==> src/source/axil_defs.svh <==
// AXI4-Lite split subsystem widths, outstanding limit and target sizing
`ifndef AXIL_DEFS_SVH
`define AXIL_DEFS_SVH

// ------------------------------------------------
// Bus widths
// ------------------------------------------------
`define AXIL_ADDR_W 16
`define AXIL_DATA_W 32
`define AXIL_STRB_W 4

// Requests in flight per direction, counted at the split
`define AXIL_MAX_OUTSTANDING 4

// ------------------------------------------------
// Memory targets
// ------------------------------------------------
// Depth in 32-bit words
`define TRUNK_WORDS  256
`define BRANCH_WORDS 16

// Cycles from accept to response valid
`define TRUNK_DELAY  1
`define BRANCH_DELAY 5

`endif

==> src/source/axil_pkg.sv <==
// AXI4-Lite protocol types shared by the split and its targets
`default_nettype none
`include "axil_defs.svh"

package axil_pkg;

  // Response codes as carried on BRESP and RRESP
  typedef enum logic [1:0] {
    OKAY   = 2'b00,
    EXOKAY = 2'b01,
    SLVERR = 2'b10,
    DECERR = 2'b11
  } axil_resp_e;

  // Protection field
  // bit 0 privileged, bit 1 non-secure, bit 2 instruction
  typedef logic [2:0] axil_prot_t;

endpackage

`default_nettype wire

==> src/source/split_pkg.sv <==
// Split subsystem types for request routing and target sequencing
`default_nettype none
`include "axil_defs.svh"

package split_pkg;

  // Destination of a request after address decode
  typedef enum logic {
    ROUTE_TRUNK  = 1'b0,
    ROUTE_BRANCH = 1'b1
  } route_e;

  // Memory target FSM
  typedef enum logic [1:0] {
    TGT_IDLE,
    TGT_WAIT,
    TGT_RESP
  } tgt_state_e;

endpackage

`default_nettype wire

==> src/source/axil_flow_reg.sv <==
// Two-entry valid/ready slice with push_ready and pop_valid taken from registers
`timescale 1ns/10ps
`default_nettype none
`include "axil_defs.svh"

module axil_flow_reg #(
  parameter int WIDTH = 8
) (
  input  wire              clk,
  input  wire              rst,
  input  wire              push_valid,
  output logic             push_ready,
  input  wire  [WIDTH-1:0] push_data,
  output logic             pop_valid,
  input  wire              pop_ready,
  output logic [WIDTH-1:0] pop_data
);

  logic [WIDTH-1:0] entry [2];
  logic             wr_ptr;
  logic             rd_ptr;
  logic [1:0]       count;
  logic             push_fire;
  logic             pop_fire;

  // With two entries a push and a pop can both happen every cycle
  assign push_ready = (count != 2'd2);
  assign pop_valid  = (count != 2'd0);
  assign pop_data   = entry[rd_ptr];

  assign push_fire = push_valid && push_ready;
  assign pop_fire  = pop_valid && pop_ready;

  always_ff @(posedge clk) begin
    if (rst) begin
      wr_ptr <= 1'b0;
      rd_ptr <= 1'b0;
      count  <= 2'd0;
    end else begin
      if (push_fire) wr_ptr <= !wr_ptr;
      if (pop_fire) rd_ptr <= !rd_ptr;
      count <= count + {1'b0, push_fire} - {1'b0, pop_fire};
    end
  end

  always_ff @(posedge clk) begin
    if (push_fire) entry[wr_ptr] <= push_data;
  end

  // Head entry must not move while the consumer stalls
  pop_data_held_a: assert property (@(posedge clk) disable iff (rst)
    pop_valid && !pop_ready |=> pop_valid && $stable(pop_data));

endmodule

`default_nettype wire

==> src/source/axil_route_tracker.sv <==
// Outstanding request counter that holds back a route switch until the count drains
`timescale 1ns/10ps
`default_nettype none
`include "axil_defs.svh"

module axil_route_tracker
  import split_pkg::*;
(
  input  wire    clk,
  input  wire    rst,
  input  route_e req_route,
  input  wire    issue,
  input  wire    retire,
  output logic   allow
);

  localparam int CNT_W = $clog2(`AXIL_MAX_OUTSTANDING + 1);
  localparam logic [CNT_W-1:0] CNT_MAX = CNT_W'(`AXIL_MAX_OUTSTANDING);

  logic [CNT_W-1:0] count;
  route_e           last_route;

  always_ff @(posedge clk) begin
    if (rst) begin
      count      <= '0;
      last_route <= ROUTE_TRUNK;
    end else begin
      // Saturate at both ends
      if (issue && !retire && count != CNT_MAX) count <= count + 1'b1;
      else if (retire && !issue && count != '0) count <= count - 1'b1;
      if (issue) last_route <= req_route;
    end
  end

  // Same destination keeps the response order, so only a switch has to wait
  assign allow = (count == '0) || ((count < CNT_MAX) && (req_route == last_route));

  no_retire_when_empty_a: assert property (@(posedge clk) disable iff (rst)
    retire |-> count != '0);
  no_issue_when_full_a: assert property (@(posedge clk) disable iff (rst)
    issue |-> count != CNT_MAX);

endmodule

`default_nettype wire

==> src/source/axil_split.sv <==
// AXI4-Lite 1:2 split routing by an inclusive address window to branch, else trunk
`timescale 1ns/10ps
`default_nettype none
`include "axil_defs.svh"

module axil_split
  import axil_pkg::*;
  import split_pkg::*;
(
  input  wire                      clk,
  input  wire                      rst,
  input  wire  [`AXIL_ADDR_W-1:0]  branch_start_addr,
  input  wire  [`AXIL_ADDR_W-1:0]  branch_end_addr,
  // Root, from the initiator
  input  wire  [`AXIL_ADDR_W-1:0]  root_awaddr,
  input  axil_prot_t               root_awprot,
  input  wire                      root_awvalid,
  output logic                     root_awready,
  input  wire  [`AXIL_DATA_W-1:0]  root_wdata,
  input  wire  [`AXIL_STRB_W-1:0]  root_wstrb,
  input  wire                      root_wvalid,
  output logic                     root_wready,
  output axil_resp_e               root_bresp,
  output logic                     root_bvalid,
  input  wire                      root_bready,
  input  wire  [`AXIL_ADDR_W-1:0]  root_araddr,
  input  axil_prot_t               root_arprot,
  input  wire                      root_arvalid,
  output logic                     root_arready,
  output logic [`AXIL_DATA_W-1:0]  root_rdata,
  output axil_resp_e               root_rresp,
  output logic                     root_rvalid,
  input  wire                      root_rready,
  // Trunk, to the default target
  output logic [`AXIL_ADDR_W-1:0]  trunk_awaddr,
  output axil_prot_t               trunk_awprot,
  output logic                     trunk_awvalid,
  input  wire                      trunk_awready,
  output logic [`AXIL_DATA_W-1:0]  trunk_wdata,
  output logic [`AXIL_STRB_W-1:0]  trunk_wstrb,
  output logic                     trunk_wvalid,
  input  wire                      trunk_wready,
  input  axil_resp_e               trunk_bresp,
  input  wire                      trunk_bvalid,
  output logic                     trunk_bready,
  output logic [`AXIL_ADDR_W-1:0]  trunk_araddr,
  output axil_prot_t               trunk_arprot,
  output logic                     trunk_arvalid,
  input  wire                      trunk_arready,
  input  wire  [`AXIL_DATA_W-1:0]  trunk_rdata,
  input  axil_resp_e               trunk_rresp,
  input  wire                      trunk_rvalid,
  output logic                     trunk_rready,
  // Branch, to the windowed target
  output logic [`AXIL_ADDR_W-1:0]  branch_awaddr,
  output axil_prot_t               branch_awprot,
  output logic                     branch_awvalid,
  input  wire                      branch_awready,
  output logic [`AXIL_DATA_W-1:0]  branch_wdata,
  output logic [`AXIL_STRB_W-1:0]  branch_wstrb,
  output logic                     branch_wvalid,
  input  wire                      branch_wready,
  input  axil_resp_e               branch_bresp,
  input  wire                      branch_bvalid,
  output logic                     branch_bready,
  output logic [`AXIL_ADDR_W-1:0]  branch_araddr,
  output axil_prot_t               branch_arprot,
  output logic                     branch_arvalid,
  input  wire                      branch_arready,
  input  wire  [`AXIL_DATA_W-1:0]  branch_rdata,
  input  axil_resp_e               branch_rresp,
  input  wire                      branch_rvalid,
  output logic                     branch_rready
);

  localparam int AW_W = `AXIL_ADDR_W + $bits(axil_prot_t) + 1;
  localparam int W_W  = `AXIL_DATA_W + `AXIL_STRB_W + 1;

  route_e                  ar_route, aw_route;
  logic                    rd_allow, wr_allow, wr_accept;
  logic                    aw_push_ready, aw_pop_valid, aw_pop_ready;
  logic                    w_push_ready, w_pop_valid, w_pop_ready;
  logic [AW_W-1:0]         aw_pop_data;
  logic [W_W-1:0]          w_pop_data;
  logic [`AXIL_ADDR_W-1:0] aw_q_addr;
  axil_prot_t              aw_q_prot;
  logic                    aw_q_tag;
  logic [`AXIL_DATA_W-1:0] w_q_data;
  logic [`AXIL_STRB_W-1:0] w_q_strb;
  logic                    w_q_tag;

  // ------------------------------------------------
  // Address decode, window bounds inclusive
  // ------------------------------------------------
  assign ar_route = (root_araddr >= branch_start_addr && root_araddr <= branch_end_addr) ?
                    ROUTE_BRANCH : ROUTE_TRUNK;
  assign aw_route = (root_awaddr >= branch_start_addr && root_awaddr <= branch_end_addr) ?
                    ROUTE_BRANCH : ROUTE_TRUNK;

  // ------------------------------------------------
  // Read path, combinational
  // ------------------------------------------------
  axil_route_tracker rd_tracker (
    .clk       (clk),
    .rst       (rst),
    .req_route (ar_route),
    .issue     (root_arvalid && root_arready),
    .retire    (root_rvalid && root_rready),
    .allow     (rd_allow)
  );

  assign trunk_arvalid  = root_arvalid && rd_allow && (ar_route == ROUTE_TRUNK);
  assign branch_arvalid = root_arvalid && rd_allow && (ar_route == ROUTE_BRANCH);
  assign root_arready   = (trunk_arvalid && trunk_arready) || (branch_arvalid && branch_arready);
  assign trunk_araddr   = root_araddr;
  assign branch_araddr  = root_araddr;
  assign trunk_arprot   = root_arprot;
  assign branch_arprot  = root_arprot;

  // ------------------------------------------------
  // Write path through the slices
  // ------------------------------------------------
  axil_route_tracker wr_tracker (
    .clk       (clk),
    .rst       (rst),
    .req_route (aw_route),
    .issue     (wr_accept),
    .retire    (root_bvalid && root_bready),
    .allow     (wr_allow)
  );

  // AW and W enter together so both slices carry the same route tag
  assign wr_accept = root_awvalid && root_wvalid && aw_push_ready && w_push_ready && wr_allow;
  assign root_awready = wr_accept;
  assign root_wready  = wr_accept;

  axil_flow_reg #(.WIDTH(AW_W)) aw_slice (
    .clk        (clk),
    .rst        (rst),
    .push_valid (wr_accept),
    .push_ready (aw_push_ready),
    .push_data  ({root_awaddr, root_awprot, aw_route}),
    .pop_valid  (aw_pop_valid),
    .pop_ready  (aw_pop_ready),
    .pop_data   (aw_pop_data)
  );

  axil_flow_reg #(.WIDTH(W_W)) w_slice (
    .clk        (clk),
    .rst        (rst),
    .push_valid (wr_accept),
    .push_ready (w_push_ready),
    .push_data  ({root_wdata, root_wstrb, aw_route}),
    .pop_valid  (w_pop_valid),
    .pop_ready  (w_pop_ready),
    .pop_data   (w_pop_data)
  );

  assign {aw_q_addr, aw_q_prot, aw_q_tag} = aw_pop_data;
  assign {w_q_data, w_q_strb, w_q_tag} = w_pop_data;

  assign trunk_awvalid  = aw_pop_valid && (aw_q_tag == ROUTE_TRUNK);
  assign branch_awvalid = aw_pop_valid && (aw_q_tag == ROUTE_BRANCH);
  assign trunk_wvalid   = w_pop_valid && (w_q_tag == ROUTE_TRUNK);
  assign branch_wvalid  = w_pop_valid && (w_q_tag == ROUTE_BRANCH);
  assign aw_pop_ready   = (trunk_awvalid && trunk_awready) || (branch_awvalid && branch_awready);
  assign w_pop_ready    = (trunk_wvalid && trunk_wready) || (branch_wvalid && branch_wready);

  assign trunk_awaddr  = aw_q_addr;
  assign branch_awaddr = aw_q_addr;
  assign trunk_awprot  = aw_q_prot;
  assign branch_awprot = aw_q_prot;
  assign trunk_wdata   = w_q_data;
  assign branch_wdata  = w_q_data;
  assign trunk_wstrb   = w_q_strb;
  assign branch_wstrb  = w_q_strb;

  // ------------------------------------------------
  // Response merge
  // ------------------------------------------------
  // Ordering by the trackers keeps at most one side valid
  assign root_rvalid   = trunk_rvalid || branch_rvalid;
  assign root_rdata    = branch_rvalid ? branch_rdata : trunk_rdata;
  assign root_rresp    = branch_rvalid ? branch_rresp : trunk_rresp;
  assign trunk_rready  = root_rready;
  assign branch_rready = root_rready;

  assign root_bvalid   = trunk_bvalid || branch_bvalid;
  assign root_bresp    = branch_bvalid ? branch_bresp : trunk_bresp;
  assign trunk_bready  = root_bready;
  assign branch_bready = root_bready;

  window_ordered_a: assert property (@(posedge clk) disable iff (rst)
    branch_end_addr > branch_start_addr);
  rvalid_onehot_a: assert property (@(posedge clk) disable iff (rst)
    !(trunk_rvalid && branch_rvalid));
  bvalid_onehot_a: assert property (@(posedge clk) disable iff (rst)
    !(trunk_bvalid && branch_bvalid));

endmodule

`default_nettype wire

==> config.mk <==
export PLATFORM = sky130hd
export DESIGN_NAME = axil_split
export DESIGN_NICKNAME = d
export VERILOG_FILES = /design/src/source/axil_pkg.sv /design/src/source/split_pkg.sv /design/src/source/axil_flow_reg.sv /design/src/source/axil_route_tracker.sv /design/src/source/axil_split.sv
export VERILOG_INCLUDE_DIRS = /design/src /design/src/source
export SDC_FILE = /design/constraint.sdc
export NUM_CORES = 1
export LEC_CHECK = 0
export BUFFER_PORTS_ARGS = -buffer_cell sky130_fd_sc_hd__buf_2
export CAP_MARGIN = 20
export CELL_PAD_IN_SITES_DETAIL_PLACEMENT = 1
export CELL_PAD_IN_SITES_GLOBAL_PLACEMENT = 1
export CORE_AREA = 2 2 177 127
export DETAILED_ROUTE_END_ITERATION = 12
export DIE_AREA = 0 0 179 129
export PLACE_DENSITY_LB_ADDON = 0.1
export RECOVER_POWER = 100
export SYNTH_ARGS = -nofsm -noshare
export SYNTH_HDL_FRONTEND = slang
export SYNTH_SLANG_ARGS = --single-unit
==> constraint.sdc <==
create_clock -name clk -period 6.8 [get_ports clk]
set_clock_uncertainty 0.05 [all_clocks]
set_input_delay 0.68 -clock clk [delete_from_list [all_inputs] [get_ports clk]]
set_output_delay 0.68 -clock clk [all_outputs]
set_load 0.05 [all_outputs]
After elaboration in Yosys (flattened, before gate mapping)
Memories as Yosys holds them, arrays and structs flattened. A register that Yosys moved wholly into a read port is not among the register bits.
Index checks and enable logic that the tools add are counted.
Widths: inputs -> output; s select.
{"block": "op_classes", "addsub": 8, "n_lt_le_gt_ge": 6, "eq_ne": 6, "n_mux": 17, "n_bitwise": 3, "reduce_logical": 59}
{"op": "$logic_and 1x1->1", "count": 36}
{"op": "$ge 16x16->1", "count": 2}
{"op": "$le 16x16->1", "count": 2}
{"op": "$mux 32", "count": 1}
{"op": "$mux 3", "count": 4}
{"op": "$mux 1", "count": 10}
{"op": "$logic_not 1->1", "count": 8}
{"op": "$reduce_bool 2->1", "count": 4}
{"op": "$logic_or 1x1->1", "count": 7}
{"op": "$add 3x1->3 const B", "count": 2}
{"op": "$logic_not 3->1", "count": 2}
{"op": "$lt 3x3->1 const B", "count": 2}
{"op": "$ne 3x3->1 const B", "count": 2}
{"op": "$reduce_bool 3->1", "count": 2}
{"op": "$sub 3x1->3 const B", "count": 2}
{"op": "$add 2x1->2", "count": 2}
{"op": "$mux 2", "count": 2}
{"op": "$ne 2x2->1 const B", "count": 2}
{"op": "$sub 2x1->2", "count": 2}
{"op": "$not 1->1", "count": 3}
{"op": "$eq 1x1->1", "count": 2}
{"block": "word_totals", "register_bits": 16, "ramBits": 114, "in_bits": 195, "output_inout_bits": 199, "word_cells": 111, "memories": 2}
{"name": "w_slice.entry", "depth": 2, "width": 37, "read_ports": 1, "rd_clocked_by_memory_dff": 1, "wr": 1, "line_no": "axil_flow_reg.sv:19", "source": "logic [WIDTH-1:0] entry [2];"}
{"name": "aw_slice.entry", "depth": 2, "width": 20, "read_ports": 1, "rd_clocked_by_memory_dff": 1, "wr": 1, "line_no": "axil_flow_reg.sv:19"}

Logic depth before layout (Yosys ltp)
{"block": "depth", "depth_word": 16, "ltp_mapped": 14}

Modules after synthesis
A second synthesis with hierarchy kept.
{"block": "hier_totals", "cells_unflattened": 641, "hier_area_um2": 7946.4}
{"mod": "axil_flow_reg at w_slice", "n_inst": 1, "cells_per_inst": 144, "area_per_inst_um2": 2944.1}
{"mod": "axil_split", "n_inst": 1, "cells_per_inst": 348, "area_per_inst_um2": 2780.2}
{"mod": "axil_flow_reg at aw_slice", "n_inst": 1, "cells_per_inst": 91, "area_per_inst_um2": 1696.6}
{"mod": "axil_route_tracker", "n_inst": 2, "cells_per_inst": 29, "area_per_inst_um2": 262.8}

Worst setup path before layout
No wires, ideal clock.
{"block": "synth_path", "kind": "input to register", "startpoint": "in root_awaddr[0]", "endpoint": "mem w_slice.entry[0][0] (netlist name), enable pin", "setup_ps": 431, "t_arrival_ps": 3706, "t_required_ps": 6319, "setup_slack_ps": 2613, "path_stages": 9, "path_buffers": 0, "path_cell_list": "inv_1 > ha_1 > nand2b_1 > a2111oi_0 > o31a_1 > o211ai_1 > o221a_2 > nand2_1 > nor2_1"}
{"block": "synth_between", "elab_chain_len": 10, "word_cells_on_any_way": 11}
{"element": "from (decl)", "line_no": "axil_split.sv:15", "source": "input wire [`AXIL_ADDR_W-1:0] root_awaddr,"}
{"element": "$ge 16x16->1 or $le 16x16->1 (tied branches)", "line_no": "axil_split.sv:97", "source": "assign aw_route = (root_awaddr >= branch_start_addr && root_awaddr <= branch_end_addr) ?"}
{"element": "$logic_and 1x1->1 (*)", "line_no": "axil_split.sv:97"}
{"element": "$mux 1 (*)", "line_no": "axil_split.sv:97"}
{"element": "$eq 1x1->1 (*)", "line_no": "axil_route_tracker.sv:36", "source": "assign allow = (count == '0) || ((count < CNT_MAX) && (req_route == last_route));"}
{"element": "$logic_and 1x1->1 (*)", "line_no": "axil_route_tracker.sv:36"}
{"element": "$logic_or 1x1->1 (*)", "line_no": "axil_route_tracker.sv:36"}
{"element": "$logic_and 1x1->1 (*)", "line_no": "axil_split.sv:133", "source": "assign wr_accept = root_awvalid && root_wvalid && aw_push_ready && w_push_ready && wr_allow;"}
{"element": "$logic_and 1x1->1 (*)", "line_no": "axil_flow_reg.sv:31", "source": "assign push_fire = push_valid && push_ready;"}
{"element": "$mux 1 (*)", "line_no": "axil_flow_reg.sv:47", "source": "if (push_fire) entry[wr_ptr] <= push_data;"}
{"element": "$mux 1 (implied by the code) (*)", "line_no": "axil_flow_reg.sv:47"}
{"element": "to (decl)", "line_no": "axil_flow_reg.sv:19"}
Every way passes the cells marked *; elsewhere a longest branch is shown, timed or not.

Worst setup path in the final report
{"block": "layout_path", "startpoint": "in root_awaddr[0]", "endpoint": "mem w_slice.entry[0][6] (netlist name), enable pin"}
The elaborated chain is that of the path after synthesis.

==> impl_metrics.json <==
{
  "synth-edff-count": 114,
  "power.leakage_nw": 4.07,
  "die_y_um": 129,
  "ff2ff_path_depth": 7,
  "synth_cells": 662,
  "slew_violations": 112,
  "ios": 394,
  "ctsHoldBuffers": 0,
  "endpoint_kind": "register",
  "whs_path_depth": 1,
  "antenna_found_initial": 1,
  "yosys-top-cells-area": "edfxtp_1 43%, mux2_2 13%, ha_1 11%",
  "ys.flop_type": "edfxtp_1",
  "fillers": 2454,
  "r2r-end": "w_slice.entry[0][6]",
  "dieArea_um2": 23100,
  "internal_power_mw": 1.99,
  "worst_slew_pin_slew_ns": 1.84,
  "crit_path_start_kind": "primary input",
  "detail_route.vias_per_cell": 4.68,
  "gp_congestion": 0.824,
  "htree_levels": 4,
  "worst-path-buf-inv": 3,
  "place.port_buffers": 384,
  "syn_avg_cell_area_um2": 12.1,
  "post-route-min-period_ns": 4.77,
  "cp_top_family": "simple AND/OR/NAND/NOR gates",
  "drt_iter0_drc": 198,
  "wirelength_um": 22400,
  "clk_path_buf_depth": 2,
  "grt_pass1_vias": 5911,
  "start_util": 0.374,
  "fin_nets": 1221,
  "required_ns": 6.76,
  "critical_path.max_fanout": 22,
  "synthesis.area_um2": 7990,
  "clockRootBuffer": "clkbuf_16",
  "antenna_left": 0,
  "drv_cap": 3,
  "sw_frac_of_total": 0.471,
  "grt.total_usage": 0.190,
  "slew_headroom": -0.225,
  "cts_inserted_buffers": 17,
  "yosys.area.top_type_share": 0.428,
  "fin_util": 0.463,
  "post-route-period-util": 0.701,
  "dpl.hpwl_um": 18400,
  "pwr-share-seq": 0.288,
  "grt_pass1_wl_um": 32900,
  "drc_errors": 0,
  "arrival_ns": 4.73,
  "peakVddDrop_v": 0.000169,
  "ys_seq_area_frac": 0.474,
  "layout_setup_ws_ns": 2.03,
  "ys_seq_elements": 132,
  "tns_ns": 0,
  "core_um2": 21300,
  "yosysWarnings": 0,
  "min_path_type": "primary input to register",
  "synthArstFlopShare": 0,
  "drt_first_pass_iters": 4,
  "timing.rr.start": "aw_slice.count[1]",
  "ys_types": 54,
  "cpPeakStageDelay_ns": 1.06,
  "clock_power_share": 0.254,
  "drive_above_1_share": 0.301,
  "std_cell_rows": 45,
  "multiInputGateArea_um2": 3230,
  "worstSetupPathType": "primary input to register",
  "cts_sinks": 132,
  "crit_slowest_cell": "clkbuf_1",
  "cts_resized": 0,
  "outcome": "finished with violations",
  "area_growth_pct": 23.5,
  "dr_total_vias": 5872,
  "yosysTopAreaCell": "edfxtp_1",
  "path_clk_slew_ns": 0.06,
  "grt_max_degree": 38,
  "insertion_delay_ns": 0.40,
  "pre_cts_ws_ns": 2.70,
  "crit_chain": "clkbuf_1 > inv_1 > ha_1 > nand2b_1 > a2111oi_0 > o31a_1 > o211ai_1 > o211ai_1 > nand2_1 > nor2_1 > clkbuf_1",
  "hold_end": "w_slice.entry[0][14]",
  "power.switching_mw": 1.77,
  "cts_tree": "done",
  "hold_violations": 0,
  "postCtsSetupBuffers": 0,
  "avgRoutedWirePerCell_um": 17.9,
  "rrSetupSlack_ns": 2.68,
  "die_w_um": 179,
  "failed_checks": "max-capacitance violations, max-slew violations",
  "globalRoute.totalOverflow": 0,
  "syn-num-nets": 927,
  "seqCellArea_um2": 3780,
  "setup_viol": 0,
  "powerDensity_nw_per_um2": 381,
  "combPwrFrac": 0.459,
  "rsz0062_at_grt": "no",
  "hp-start": "root_wdata[9]",
  "timing.fmax_mhz": 210
}
cell usage in the layout, fill, tap and decap left out, types with 5 or more instances in the layout:
cell type,count
nand4_1,7
nand3_1,9
inv_1,45
o211ai_1,6
nor2_1,29
inv_6,6
mux2_2,48
clkbuf_1,189
xnor2_1,11
nand2b_1,5
clkbuf_16,17
o21ai_0,16
buf_2,200
ha_1,68
nand2_1,27
a21o_1,5
dfxtp_1,18
edfxtp_1,114
nor2b_1,8
a21oi_1,27
mux2_1,46
layout make-up:
type / count / share of cell area
inverter: 45 / 0.0171
clock buffer: 18 / 0.0435
antenna: 3 / 0.000761
tap: 282 / 0.0358
timing repair buffer: 388 / 0.173
multi-input combinational: 372 / 0.327
clock inverter: 14 / 0.0193
sequential: 132 / 0.383
worst max path at each step:
stage,startpoint,to,depth (start not counted)
2_1_floorplan,root_awaddr[0],w_slice.entry[0][0],9
3_3_place_gp,branch_end_addr[15],rd_tracker.count[2],13
3_5_place_dp,branch_end_addr[15],rd_tracker.count[2],13
4_1_cts,root_awaddr[0],root_wready,11
5_1_grt,root_awaddr[0],w_slice.entry[0][10],11
6_report,root_awaddr[0],w_slice.entry[0][6],11
sequential cells by signal, summed over array words and instances, names as in the netlist, named ones only:
signal,flops
aw_slice.count,2
aw_slice.entry,40
aw_slice.rd_ptr,1
aw_slice.wr_ptr,1
rd_tracker.count,3
rd_tracker.last_route,1
w_slice.count,2
w_slice.entry,74
w_slice.rd_ptr,1
w_slice.wr_ptr,1
wr_tracker.count,3
wr_tracker.last_route,1
synthesized netlist by cell type, types with 4 or more instances:
master    instances
nor2b_1           8
a21oi_1          27
ha_1             68
edfxtp_1        114
nand4_1           7
nor2_1           30
nand2_1          27
xnor2_1          11
o211ai_1          6
buf_4            98
o21ai_0          14
nor3_1            4
and3_1            4
clkbuf_1         14
mux2i_1           4
dfxtp_1          18
nand3_1           9
a21o_1            5
inv_1            43
nand2b_1          5
mux2_2           94
layer usage:
| layer | up-vias | track usage | part of all wire |
|---|---|---|---|
| met4 | 0 | 0.0435 | 0.016 |
| met2 | 197 | 0.332 | 0.50 |
| met3 | 14 | 0.0455 | 0.058 |
| met5 | - | 0 | 0 |
| li1 | 2906 | - | - |
| met1 | 2755 | 0.239 | 0.43 |
kinds of logic (layout without fill, tap and decap cells):
| kind of cell | Yosys count | in the layout | share of synthesized area |
|---|---|---|---|
| buffers and inverters | 158 | 465 | 0.121 |
| DFF | 132 | 132 | 0.474 |
| and+or+nand+nor | 110 | 110 | 0.0714 |
| muxes | 99 | 99 | 0.140 |
| AOI/OAI and AO/OA | 82 | 82 | 0.0700 |
| adders and majority gates | 70 | 70 | 0.111 |
| xor gates and xnor gates | 11 | 11 | 0.0121 |
| other | 0 | 3 | 0 |
power groups by stage:
stage	Combinational, mW	Clock (mW)	Sequential (mW)
floorplan	1.59	0	1.05
global placement	1.80	0	1.10
detailed placement	1.81	0	1.10
CTS	1.82	0.981	1.09
global route	1.84	1.01	1.10
finish	1.72	0.955	1.08
through the flow:
| step | power [mW] | std cells | instance area, um2 | hold slack (ns) |
|---|---|---|---|---|
| after floorplan | 2.64 | 662 | 7990 | 0.402 |
| after global placement | 2.90 | 1217 | 9490 | 0.441 |
| after detailed placement | 2.91 | 1217 | 9490 | 0.430 |
| after CTS | 3.88 | 1249 | 10100 | 0.385 |
| after global routing | 3.95 | 1251 | 9860 | 0.382 |
| final | 3.76 | 1254 | 9870 | 0.408 |
(Power assumes the default switching activity.)
